### src/video_pkg.sv
// Shared widths, bus structs, pixel and colour types and the register map; import with video_pkg::*
`default_nettype none

package video_pkg;

    // ########################################
    // Widths
    localparam int pxl_w = 4;                   // Layer pixel, colour index
    localparam int col_w = 4;                   // One colour channel
    localparam int adr_w = 10;                  // Wishbone address
    localparam int dat_w = 16;                  // Wishbone data

    // ########################################
    // Wishbone classic
    typedef struct packed {
        logic             cyc;
        logic             stb;
        logic             we;
        logic [adr_w-1:0] adr;
        logic [dat_w-1:0] dat;
    } wb_req_t;                                 // Host to slave

    typedef struct packed {
        logic             ack;
        logic [dat_w-1:0] dat;
    } wb_rsp_t;                                 // Slave to host

    // ########################################
    // Video path
    typedef struct packed {
        logic [pxl_w-1:0] scr;                  // Scroll layer index
        logic [pxl_w-1:0] obj;                  // Object index, 0 is transparent
    } layer_pix_t;

    typedef struct packed {
        logic [col_w-1:0] red;
        logic [col_w-1:0] green;
        logic [col_w-1:0] blue;
    } rgb_t;

    typedef struct packed {
        logic lhbl;                             // High on visible columns
        logic lvbl;                             // High on visible lines
    } vid_sync_t;

    typedef struct packed {
        logic [7:0] scroll_x;
        logic [7:0] obj_x;
        logic [7:0] obj_y;
        logic [3:0] obj_color;
        logic [2:0] pal_sel;
    } layer_regs_t;

    // ########################################
    // Register map
    localparam logic [1:0] pg_red   = 2'd0;     // 0x000..0x0FF
    localparam logic [1:0] pg_green = 2'd1;     // 0x100..0x1FF
    localparam logic [1:0] pg_blue  = 2'd2;     // 0x200..0x2FF
    localparam logic [1:0] pg_regs  = 2'd3;     // Layer registers page

    localparam logic [adr_w-1:0] adr_scroll_x  = 10'h300;
    localparam logic [adr_w-1:0] adr_obj_x     = 10'h301;
    localparam logic [adr_w-1:0] adr_obj_y     = 10'h302;
    localparam logic [adr_w-1:0] adr_obj_color = 10'h303;
    localparam logic [adr_w-1:0] adr_pal_sel   = 10'h304;

endpackage

`default_nettype wire

### src/video_timing.sv
// Video timing generator: pixel clock enable, h/v counters and blanking flags for the whole board
`timescale 1ns/1ps
`default_nettype none

module video_timing import video_pkg::*; #(
    parameter int h_total = 384,
    parameter int h_vis   = 256,
    parameter int v_total = 264,
    parameter int v_vis   = 224,
    parameter int cen_div = 4
) (
    input  logic       clk,
    input  logic       rst,
    output logic       pxl_cen,
    output logic [8:0] h_cnt,
    output logic [8:0] v_cnt,
    output vid_sync_t  sync
);

    localparam int cw = $clog2(cen_div + 1);    // Divider counter width

    logic [cw-1:0] cen_cnt;
    logic          h_last;
    logic          v_last;

    // ########################################
    // Pixel clock enable
    assign pxl_cen = cen_cnt == cw'(cen_div - 1);   // One clk in cen_div

    always_ff @(posedge clk) begin
        if (rst) begin
            cen_cnt <= '0;
        end else if (pxl_cen) begin
            cen_cnt <= '0;                      // Wrap on the tick
        end else begin
            cen_cnt <= cen_cnt + 1'b1;
        end
    end

    // ########################################
    // Counters
    assign h_last = h_cnt == 9'(h_total - 1);   // Last column of the line
    assign v_last = v_cnt == 9'(v_total - 1);   // Last line of the frame

    always_ff @(posedge clk) begin
        if (rst) begin
            h_cnt <= '0;
            v_cnt <= '0;
        end else if (pxl_cen) begin
            h_cnt <= h_last ? 9'd0 : h_cnt + 9'd1;
            if (h_last) begin
                v_cnt <= v_last ? 9'd0 : v_cnt + 9'd1;  // Next line
            end
        end
    end

    // Visible flags follow the counters directly
    assign sync.lhbl = h_cnt < 9'(h_vis);
    assign sync.lvbl = v_cnt < 9'(v_vis);

endmodule

`default_nettype wire

### src/pixel_gen.sv
// Stand-in pixel producer: scroll and object pixels from the counters, registered on each pixel tick
`timescale 1ns/1ps
`default_nettype none

module pixel_gen import video_pkg::*; #(
    parameter int obj_w = 16,
    parameter int obj_h = 16
) (
    input  logic        clk,
    input  logic        rst,
    input  logic        pxl_cen,
    input  logic [8:0]  h_cnt,
    input  logic [8:0]  v_cnt,
    input  layer_regs_t regs,
    output layer_pix_t  pix
);

    logic [9:0]       h_ext;                    // Counters widened for box compare
    logic [9:0]       v_ext;
    logic [9:0]       x_lo;
    logic [9:0]       y_lo;
    logic             in_x;
    logic             in_y;
    logic [7:0]       scr_sum;
    logic [pxl_w-1:0] scr_nxt;
    logic [pxl_w-1:0] obj_nxt;

    // ########################################
    // Scroll layer
    assign scr_sum = h_cnt[7:0] + regs.scroll_x;    // Column plus scroll offset
    assign scr_nxt = scr_sum[pxl_w-1:0];            // Low nibble is the tile colour

    // ########################################
    // Object box
    assign h_ext = {1'b0, h_cnt};
    assign v_ext = {1'b0, v_cnt};
    assign x_lo  = {2'b0, regs.obj_x};
    assign y_lo  = {2'b0, regs.obj_y};

    assign in_x = (h_ext >= x_lo) && (h_ext < x_lo + 10'(obj_w));
    assign in_y = (v_ext >= y_lo) && (v_ext < y_lo + 10'(obj_h));

    assign obj_nxt = (in_x && in_y) ? regs.obj_color : '0;   // 0 outside, transparent

    always_ff @(posedge clk) begin
        if (rst) begin
            pix <= '0;
        end else if (pxl_cen) begin
            pix.scr <= scr_nxt;                 // Stage 1 of the colour path
            pix.obj <= obj_nxt;
        end
    end

endmodule

`default_nettype wire

### src/wb_prog.sv
// Wishbone classic slave for the layer registers and the palette PROM write port
`timescale 1ns/1ps
`default_nettype none

module wb_prog import video_pkg::*; (
    input  logic             clk,
    input  logic             rst,
    input  wb_req_t          wb_req,
    output wb_rsp_t          wb_rsp,
    output layer_regs_t      regs,
    output logic [7:0]       prog_addr,
    output logic [col_w-1:0] prog_data,
    output logic [2:0]       prog_we
);

    logic             req;                      // Cycle and strobe both up
    logic             ack;
    logic             done;                     // Acked, waiting for stb to drop
    logic             start;                    // First clock of a transfer
    logic [dat_w-1:0] rd_nxt;
    logic [dat_w-1:0] rd_dat;

    assign req   = wb_req.cyc & wb_req.stb;
    assign start = req & ~ack & ~done;

    // ########################################
    // Read mux
    always_comb begin
        case (wb_req.adr)
            adr_scroll_x:  rd_nxt = dat_w'(regs.scroll_x);
            adr_obj_x:     rd_nxt = dat_w'(regs.obj_x);
            adr_obj_y:     rd_nxt = dat_w'(regs.obj_y);
            adr_obj_color: rd_nxt = dat_w'(regs.obj_color);
            adr_pal_sel:   rd_nxt = dat_w'(regs.pal_sel);
            default:       rd_nxt = '0;         // PROMs are write only
        endcase
    end

    // ########################################
    // Handshake and writes
    always_ff @(posedge clk) begin
        if (rst) begin
            ack     <= 1'b0;
            done    <= 1'b0;
            rd_dat  <= '0;
            regs    <= '0;
            prog_we <= '0;
        end else begin
            ack     <= start;                   // One clk after stb
            done    <= req & (done | ack);      // Held until stb falls
            prog_we <= '0;                      // Strobe lasts one clk
            if (start) begin
                rd_dat <= rd_nxt;
                if (wb_req.we) begin
                    case (wb_req.adr[9:8])
                        pg_red:   prog_we <= 3'b001;
                        pg_green: prog_we <= 3'b010;
                        pg_blue:  prog_we <= 3'b100;
                        default: begin
                            case (wb_req.adr)
                                adr_scroll_x:  regs.scroll_x  <= wb_req.dat[7:0];
                                adr_obj_x:     regs.obj_x     <= wb_req.dat[7:0];
                                adr_obj_y:     regs.obj_y     <= wb_req.dat[7:0];
                                adr_obj_color: regs.obj_color <= wb_req.dat[3:0];
                                adr_pal_sel:   regs.pal_sel   <= wb_req.dat[2:0];
                                default:       ;    // Unmapped, ignored
                            endcase
                        end
                    endcase
                end
            end
        end
    end

    // PROM address and data ride along with the strobe
    always_ff @(posedge clk) begin
        if (start) begin
            prog_addr <= wb_req.adr[7:0];
            prog_data <= wb_req.dat[col_w-1:0];
        end
    end

    assign wb_rsp.ack = ack;
    assign wb_rsp.dat = rd_dat;

endmodule

`default_nettype wire

### src/pal_prom.sv
// Palette PROM model: host write port and a read registered on the pixel clock enable
`timescale 1ns/1ps
`default_nettype none

module pal_prom #(
    parameter int dw = 4,
    parameter int aw = 8
) (
    input  logic          clk,
    input  logic          cen,
    input  logic [dw-1:0] data,
    input  logic [aw-1:0] wr_addr,
    input  logic          we,
    input  logic [aw-1:0] rd_addr,
    output logic [dw-1:0] q
);

    logic [dw-1:0] mem [2**aw];                 // Palette entries

    always_ff @(posedge clk) begin
        if (we) begin
            mem[wr_addr] <= data;               // Programming ignores cen
        end
    end

    always_ff @(posedge clk) begin
        if (cen) begin
            q <= mem[rd_addr];                  // Stage 3 of the colour path
        end
    end

endmodule

`default_nettype wire

### src/blank_dly.sv
// Blanking delay line that keeps the sync flags aligned with the colour and blacks out blanked pixels
`timescale 1ns/1ps
`default_nettype none

module blank_dly import video_pkg::*; #(
    parameter int dly = 3
) (
    input  logic      clk,
    input  logic      rst,
    input  logic      pxl_cen,
    input  vid_sync_t sync,
    input  rgb_t      rgb_in,
    output vid_sync_t sync_dly,
    output rgb_t      rgb_out
);

    vid_sync_t sr [dly];                        // One stage per pixel tick
    logic      vis;

    // ########################################
    // Shift register
    always_ff @(posedge clk) begin
        if (rst) begin
            for (int i = 0; i < dly; i++) begin
                sr[i] <= '0;                    // Blanked out of reset
            end
        end else if (pxl_cen) begin
            sr[0] <= sync;
            for (int i = 1; i < dly; i++) begin
                sr[i] <= sr[i-1];
            end
        end
    end

    assign sync_dly = sr[dly-1];

    // ########################################
    // Colour gate
    assign vis     = sync_dly.lhbl & sync_dly.lvbl;     // Both visible
    assign rgb_out = vis ? rgb_in : '0;                 // Black in blanking

endmodule

`default_nettype wire

### src/colmix.sv
// Colour mixer: object over scroll priority, palette lookup in three PROMs and blanking delay
`timescale 1ns/1ps
`default_nettype none

module colmix import video_pkg::*; (
    input  logic             clk,
    input  logic             rst,
    input  logic             pxl_cen,
    input  logic [2:0]       pal_sel,
    input  layer_pix_t       pix,
    input  vid_sync_t        sync,
    input  logic [7:0]       prog_addr,
    input  logic [col_w-1:0] prog_data,
    input  logic [2:0]       prog_we,
    output rgb_t             rgb,
    output vid_sync_t        sync_dly
);

    logic           obj_blank;
    logic [pxl_w:0] mux;                        // Blank flag and pixel index
    logic [7:0]     pal_addr;
    rgb_t           raw;                        // PROM output before blanking

    // ########################################
    // Priority mux
    assign obj_blank = pix.obj == '0;           // Transparent object

    always_ff @(posedge clk) begin
        if (pxl_cen) begin
            mux[pxl_w]     <= obj_blank;        // Stage 2
            mux[pxl_w-1:0] <= obj_blank ? pix.scr : pix.obj;
        end
    end

    // Bank, flag, index; only two bank bits reach the PROM
    assign pal_addr = {1'b0, pal_sel[1:0], mux};

    // ########################################
    // Palette PROMs
    pal_prom #(.dw(col_w), .aw(8)) u_red (
        .clk     (clk),
        .cen     (pxl_cen),
        .data    (prog_data),
        .wr_addr (prog_addr),
        .we      (prog_we[0]),
        .rd_addr (pal_addr),
        .q       (raw.red)
    );

    pal_prom #(.dw(col_w), .aw(8)) u_green (
        .clk     (clk),
        .cen     (pxl_cen),
        .data    (prog_data),
        .wr_addr (prog_addr),
        .we      (prog_we[1]),
        .rd_addr (pal_addr),
        .q       (raw.green)
    );

    pal_prom #(.dw(col_w), .aw(8)) u_blue (
        .clk     (clk),
        .cen     (pxl_cen),
        .data    (prog_data),
        .wr_addr (prog_addr),
        .we      (prog_we[2]),
        .rd_addr (pal_addr),
        .q       (raw.blue)
    );

    // Three ticks, matching generator, mux and PROM
    blank_dly #(.dly(3)) u_blank (
        .clk      (clk),
        .rst      (rst),
        .pxl_cen  (pxl_cen),
        .sync     (sync),
        .rgb_in   (raw),
        .sync_dly (sync_dly),
        .rgb_out  (rgb)
    );

endmodule

`default_nettype wire

### src/video_top.sv
// Video board top level: timing, pixel producer, Wishbone programming slave and colour mixer
`timescale 1ns/1ps
`default_nettype none

module video_top import video_pkg::*; #(
    parameter int h_total = 384,
    parameter int h_vis   = 256,
    parameter int v_total = 264,
    parameter int v_vis   = 224,
    parameter int cen_div = 4,
    parameter int obj_w   = 16,
    parameter int obj_h   = 16
) (
    input  logic      clk,
    input  logic      rst,
    input  wb_req_t   wb_req,
    output wb_rsp_t   wb_rsp,
    output rgb_t      rgb,
    output vid_sync_t sync_dly
);

    logic             pxl_cen;
    logic [8:0]       h_cnt;
    logic [8:0]       v_cnt;
    vid_sync_t        sync;                     // Undelayed blanking
    layer_pix_t       pix;
    layer_regs_t      regs;
    logic [7:0]       prog_addr;
    logic [col_w-1:0] prog_data;
    logic [2:0]       prog_we;

    video_timing #(
        .h_total (h_total),
        .h_vis   (h_vis),
        .v_total (v_total),
        .v_vis   (v_vis),
        .cen_div (cen_div)
    ) u_timing (
        .clk     (clk),
        .rst     (rst),
        .pxl_cen (pxl_cen),
        .h_cnt   (h_cnt),
        .v_cnt   (v_cnt),
        .sync    (sync)
    );

    pixel_gen #(.obj_w(obj_w), .obj_h(obj_h)) u_pixel (
        .clk     (clk),
        .rst     (rst),
        .pxl_cen (pxl_cen),
        .h_cnt   (h_cnt),
        .v_cnt   (v_cnt),
        .regs    (regs),
        .pix     (pix)
    );

    wb_prog u_prog (
        .clk       (clk),
        .rst       (rst),
        .wb_req    (wb_req),
        .wb_rsp    (wb_rsp),
        .regs      (regs),
        .prog_addr (prog_addr),
        .prog_data (prog_data),
        .prog_we   (prog_we)
    );

    colmix u_colmix (
        .clk       (clk),
        .rst       (rst),
        .pxl_cen   (pxl_cen),
        .pal_sel   (regs.pal_sel),
        .pix       (pix),
        .sync      (sync),
        .prog_addr (prog_addr),
        .prog_data (prog_data),
        .prog_we   (prog_we),
        .rgb       (rgb),
        .sync_dly  (sync_dly)
    );

endmodule

`default_nettype wire

### config.mk
export PLATFORM = sky130hd
export DESIGN_NAME = video_top
export DESIGN_NICKNAME = d
export VERILOG_FILES = /design/src/video_pkg.sv /design/src/video_timing.sv /design/src/pixel_gen.sv /design/src/wb_prog.sv /design/src/pal_prom.sv /design/src/blank_dly.sv /design/src/colmix.sv /design/src/video_top.sv
export SDC_FILE = /design/constraint.sdc
export NUM_CORES = 2
export LEC_CHECK = 0
export CORE_MARGIN = 2
export CORE_UTILIZATION = 43
export DETAILED_ROUTE_END_ITERATION = 12
export DONT_BUFFER_PORTS = 1
export SLEW_MARGIN = 20
export SYNTH_ARGS = -nofsm -noshare
export SYNTH_HDL_FRONTEND = slang
export SYNTH_SLANG_ARGS = --single-unit
### constraint.sdc
create_clock -name clk -period 6.5 [get_ports clk]
set_input_delay 1.3 -clock clk [delete_from_list [all_inputs] [get_ports clk]]
set_output_delay 1.3 -clock clk [all_outputs]
set_load 0.05 [all_outputs]
Yosys cells after proc, flatten, opt, wreduce, memory -nomap -nowiden
Memories as Yosys holds them, arrays and structs flattened. A register that Yosys moved wholly into a read port is not among the register bits.
Cells that the tools add are included.
- logic and storage cells: 92
- input bits: 31
- bits in writable memories: 3078
- output and inout bits: 31
- memories kept: 4
- flip-flop bits (word level): 98
- memory list (name ; depth ; width ; read ports ; clocked after Yosys merged registers in ; write ports ; RTL line ; source):
    u_colmix.u_blue.mem ; 256 ; 4 ; 1 ; 1 ; 1 ; pal_prom.sv:18 ; logic [dw-1:0] mem [2**aw];
    u_colmix.u_green.mem ; 256 ; 4 ; 1 ; 1 ; 1 ; pal_prom.sv:18 ;
    u_colmix.u_red.mem ; 256 ; 4 ; 1 ; 1 ; 1 ; pal_prom.sv:18 ;
    u_colmix.u_blank.sr ; 3 ; 2 ; 3 ; 0 ; 3 ; blank_dly.sv:17 ; vid_sync_t sr [dly];
- bitwise logic cells: 14
- add/sub/neg operators: 6
- reduce and logical (&&, ||, !) cells: 14
- mux-type cells: 21
- order comparisons: 6
- eq/ne operators: 10
- operators by type and width (cell ; count):
    $eq 10x10->1 const B ; 5
    $pmux 8 s5 ; 1
    $reduce_and 4->1 ; 5
    $add 8x5->9 const B ; 2
    $add 9x1->9 const B ; 2
    $eq 9x9->1 const B ; 2
    $ge 9x8->1 ; 2
    $mux 9 ; 2
    $mux 12 ; 1
    $mux 1 ; 11
    $lt 9x10->1 ; 1
    $lt 9x8->1 const B ; 1
    $lt 9x9->1 ; 1
    $lt 9x9->1 const B ; 1
    $pmux 3 s3 ; 1
    $mux 4 ; 2
    $mux 2 ; 3
    $reduce_or 3->1 ; 2
    $and 1x1->1 ; 5
    $not 1->1 ; 5
    $add 4x4->4 ; 1
    $logic_not 4->1 ; 1
    $or 1x1->1 ; 4
    $add 3x1->3 const B ; 1
    other kinds (7) ; 9

Longest topological paths before layout
- word-level depth: 5
- depth in mapped cells: 10
- gate-level depth less buffers: 9

Modules after synthesis
From an unflattened synthesis, not the netlist that was laid out.
- cells, all modules: 6659
- area, all modules: 127264.6 µm²
- modules (own cells, without submodules) (module ; area an instance (µm²) ; instances ; cells an instance ; sequential area each (µm²)):
    pal_prom ; 40715.3 ; 3 ; 2051 ; 30869.6
    wb_prog ; 2388.5 ; 1 ; 209 ; 1241.2
    pixel_gen ; 1157.4 ; 1 ; 137 ; 160.2
    video_timing ; 1004.7 ; 1 ; 114 ; 420.4
    blank_dly ; 350.3 ; 1 ; 29 ; 180.2
    colmix ; 217.7 ; 1 ; 17 ; 150.1

Worst setup path before layout
No wires, ideal clock.
- kind: reg2reg
- from: reg u_prog.prog_data[0]
- to: mem u_colmix.u_blue.mem[0][0], data pin
- data arrival time: 4.693 ns
- library setup time: 1.126 ns
- path buffers: 0
- cell stages (with the launch flop): 1
- data required time: 5.374 ns
- period minus slack after synthesis: 5.819 ns
- setup slack: 0.681 ns
- path through: edfxtp_1
- RTL lines (what ; RTL line ; source):
    start: declaration ; wb_prog.sv:12 ; output logic [col_w-1:0] prog_data,
    start signal: assignment ; wb_prog.sv:79 ; prog_data <= wb_req.dat[col_w-1:0];
    end: declaration ; pal_prom.sv:18 ;
Straight into the memory's write port.

==> run summary <==
synth warn: 0
row cnt: 142
async set or reset register ratio after synthesis: 0
Die X-Extent: 393 microns
Post-Route M1 WL: 65800 microns
Peak Freq: 0.264 GHz
Initial Util: 0.434
final WL: 153000 microns
Clock transition at path regs: 0.06 ns
Core Region: 0.150 sq mm
Leak: 22.8 nW
Post-CTS Resized: 0
Layout Skew: 0.0187 ns
Mean Syn Cell Area: 17.9 sq um
antenna cells: 0
reg2reg start: u_colmix.mux[4]
Area Growth Syn to Fin: 11.4%
Die H: 393 microns
DR vias: 32900
number of buffers created by CTS: 167
Worst Max-Slew Pin Slew: 1.16 ns
largest net degree at the start of global routing: 201
met2 wire len: 71700 microns
EDFF count, synth: 1571
Initial DRC Count: 3274
clock latency on the worst-skew pair: 0.81 ns
CTS root buf: clkbuf_16
synth unique cells: 57
crit path to: u_colmix.u_blue.q[3]
fin crit share: 0.582
GR Util All Layers: 0.196
die footprint: 0.155 sq mm
FF-to-FF End: u_colmix.u_blue.q[3]
vias in the first global route: 33200
Power Density: 298 mW/mm^2
Hold/Removal Path Class: reg -> reg
worst-case clock buffer depth: 3
DRC: 0
Rel. slew slack: 0.228
layout cells sized above 1: 0.157
critical path required time: 7.11 ns
post-synthesis register bit count: 1644
critical path fanouts, max: 53
Worst Setup Start Kind: flop
drt first pass iters: 5
mapped cell area: 0.0652 sq mm
initial antenna violation count: 0
Antenna Violating Nets Remaining: 0
cell count after synthesis: 3642
I/O pin total: 62
VDD IR-drop max: 0.221 mV
Reg2Reg Depth: 8
WS Path Type: reg -> reg
placed wire-length estimate: 92400 microns
vias per cell: 5.68
last weighted congestion value of the routability-driven placer: 0.810
Setup Viol. Count Final: 0
RSZ-0062 raised after global routing: no
GR Overflow Total: 0
max cap viols: 0
routed length per instance: 26.4 microns
# port buffers: 0
setup bufs post-CTS: 0
Post-DP Area: 0.0673 sq mm
commonest register cell after synthesis: edfxtp_1
H-tree depth: 4
sequential element share of the synthesized area: 0.746
Hold Vio Cnt, Final: 0
CP Launch Point: u_colmix.mux[4]
first-pass GRT wire length: 224000 microns
max-slew violations: 0
Setup TNS: 0 ns
Hold Crit Depth: 1
Pwr Total: 0.0216 W
Final min period: 3.78 ns
top layer reached by signal wires: met4
Arrival @ worst endpoint: 4.39 ns
CTS Hold Bufs: 0
status: finished, final reports clean
post-route cell area: 0.0726 sq mm
reg2reg setup slack: 2.72 ns
hold slack: 0.423 ns
fillcell total: 12400
clock sink count: 1644
CTS tree: built
Critical Path End Type: flop
metal3 WL: 11800 microns
fin nets: 3710
[worst min path at each step]
stage / startpoint / endpoint / slack, ns
detailed placement: u_timing.cen_cnt[0] / u_timing.cen_cnt[0] / 0.42
global route: u_timing.cen_cnt[0] / u_timing.cen_cnt[0] / 0.46
finish: u_timing.cen_cnt[0] / u_timing.cen_cnt[0] / 0.42
global placement: u_timing.cen_cnt[0] / u_timing.cen_cnt[0] / 0.41
CTS: u_timing.cen_cnt[0] / u_timing.cen_cnt[0] / 0.43
floorplan: u_timing.cen_cnt[0] / u_timing.cen_cnt[0] / 0.40
[flip-flops by register name, indices dropped and copies added (netlist names), 5 cells and up]
signal	cells
u_colmix.u_blue.mem	512
u_colmix.u_green.mem	512
u_colmix.u_red.mem	512
u_prog.regs	31
u_timing.h_cnt	9
u_timing.v_cnt	9
u_pixel.pix	8
u_prog.prog_addr	8
u_prog.rd_dat	8
u_colmix.u_blank.sr	6
u_colmix.mux	5
[area by class of cell]
| cell class | count | area, sq um | area share |
|---|---|---|---|
| inverter | 27 | 101 | 0.00140 |
| tap | 2016 | 2520 | 0.0347 |
| timing repair buffer | 47 | 489 | 0.00674 |
| sequential | 1644 | 48600 | 0.670 |
| clock inverter | 94 | 961 | 0.0132 |
| clock buffer | 206 | 4350 | 0.0598 |
| multi-input combinational | 1756 | 15600 | 0.214 |
[report_power, final]
part,total (W),internal (W),switching [W]
logic,0.000613,0.000195,0.000418
registers,0.0116,0.0116,0.0000247
clock network,0.00941,0.00537,0.00404
total,0.0216,0.0171,0.00449
[placed cells by master (no fill, tap or decap), types with 13 or more instances in the layout]
cell       instances
and3_1            20
clkbuf_1          37
clkinv_2          24
bufinv_16         15
inv_1             27
mux4_2           292
clkinv_1          32
nand4_1           21
dfxtp_1           73
a22oi_1           72
nand2_1          192
o21ai_0           30
a211oi_1          99
ha_1              34
mux2i_1          254
clkbuf_16        167
nor2b_1           16
buf_4             34
nor2_1           460
edfxtp_1        1571
nor3_1            27
nand3_1           21
o22ai_1           96
a21oi_1           13
[synth_stat cells, drive strengths merged, types with 27 or more instances]
master	number	share of area
dfxtp	73	0.022
clkbuf	112	0.0064
nor2	461	0.027
mux4	292	0.10
nand2	198	0.011
inv	27	0.0016
ha	35	0.0067
o22ai	96	0.0092
nor3	29	0.0025
edfxtp	1571	0.72
mux2i	254	0.039
o21ai	30	0.0023
buf	110	0.0087
a211oi	99	0.011
a22oi	72	0.0083
[logic make-up after synthesis]
| kind of cell | synth area share |
|---|---|
| DFF | 0.746 |
| adders and majority gates | 0.00702 |
| xor gates and xnor gates | 0.00282 |
| other | 0.0000575 |
| AOI/OAI and AO/OA | 0.0355 |
| buffers and inverters | 0.0167 |
| muxes | 0.140 |
| and+or+nand+nor | 0.0521 |
[stage by stage]
stage                     setup slack [ns]  cells   util
final                                 2.72   5790  0.484
after global routing                  2.60   5790  0.484
after CTS                             2.72   5790  0.484
after detailed placement              2.72   5490  0.448
after global placement                2.74   5490  0.448
after floorplan                      0.681   3649      -
[metal layers]
metal  track usage  vias up
met3        0.0425      210
met1         0.278    17000
met4        0.0553        0
met5             0        -
met2         0.306     1178
li1              -    14500
[critical path, stage by stage, from the launching register on]
cell	delay, ns
edfxtp_1	0.32
buf_4	0.21
buf_4	0.65
and2_4	0.89
buf_12	0.35
a22oi_1	0.18
nand2_1	0.19
nand4_1	0.32
nor3_1	0.33
Note: power is estimated with default switching activity, not from simulation.
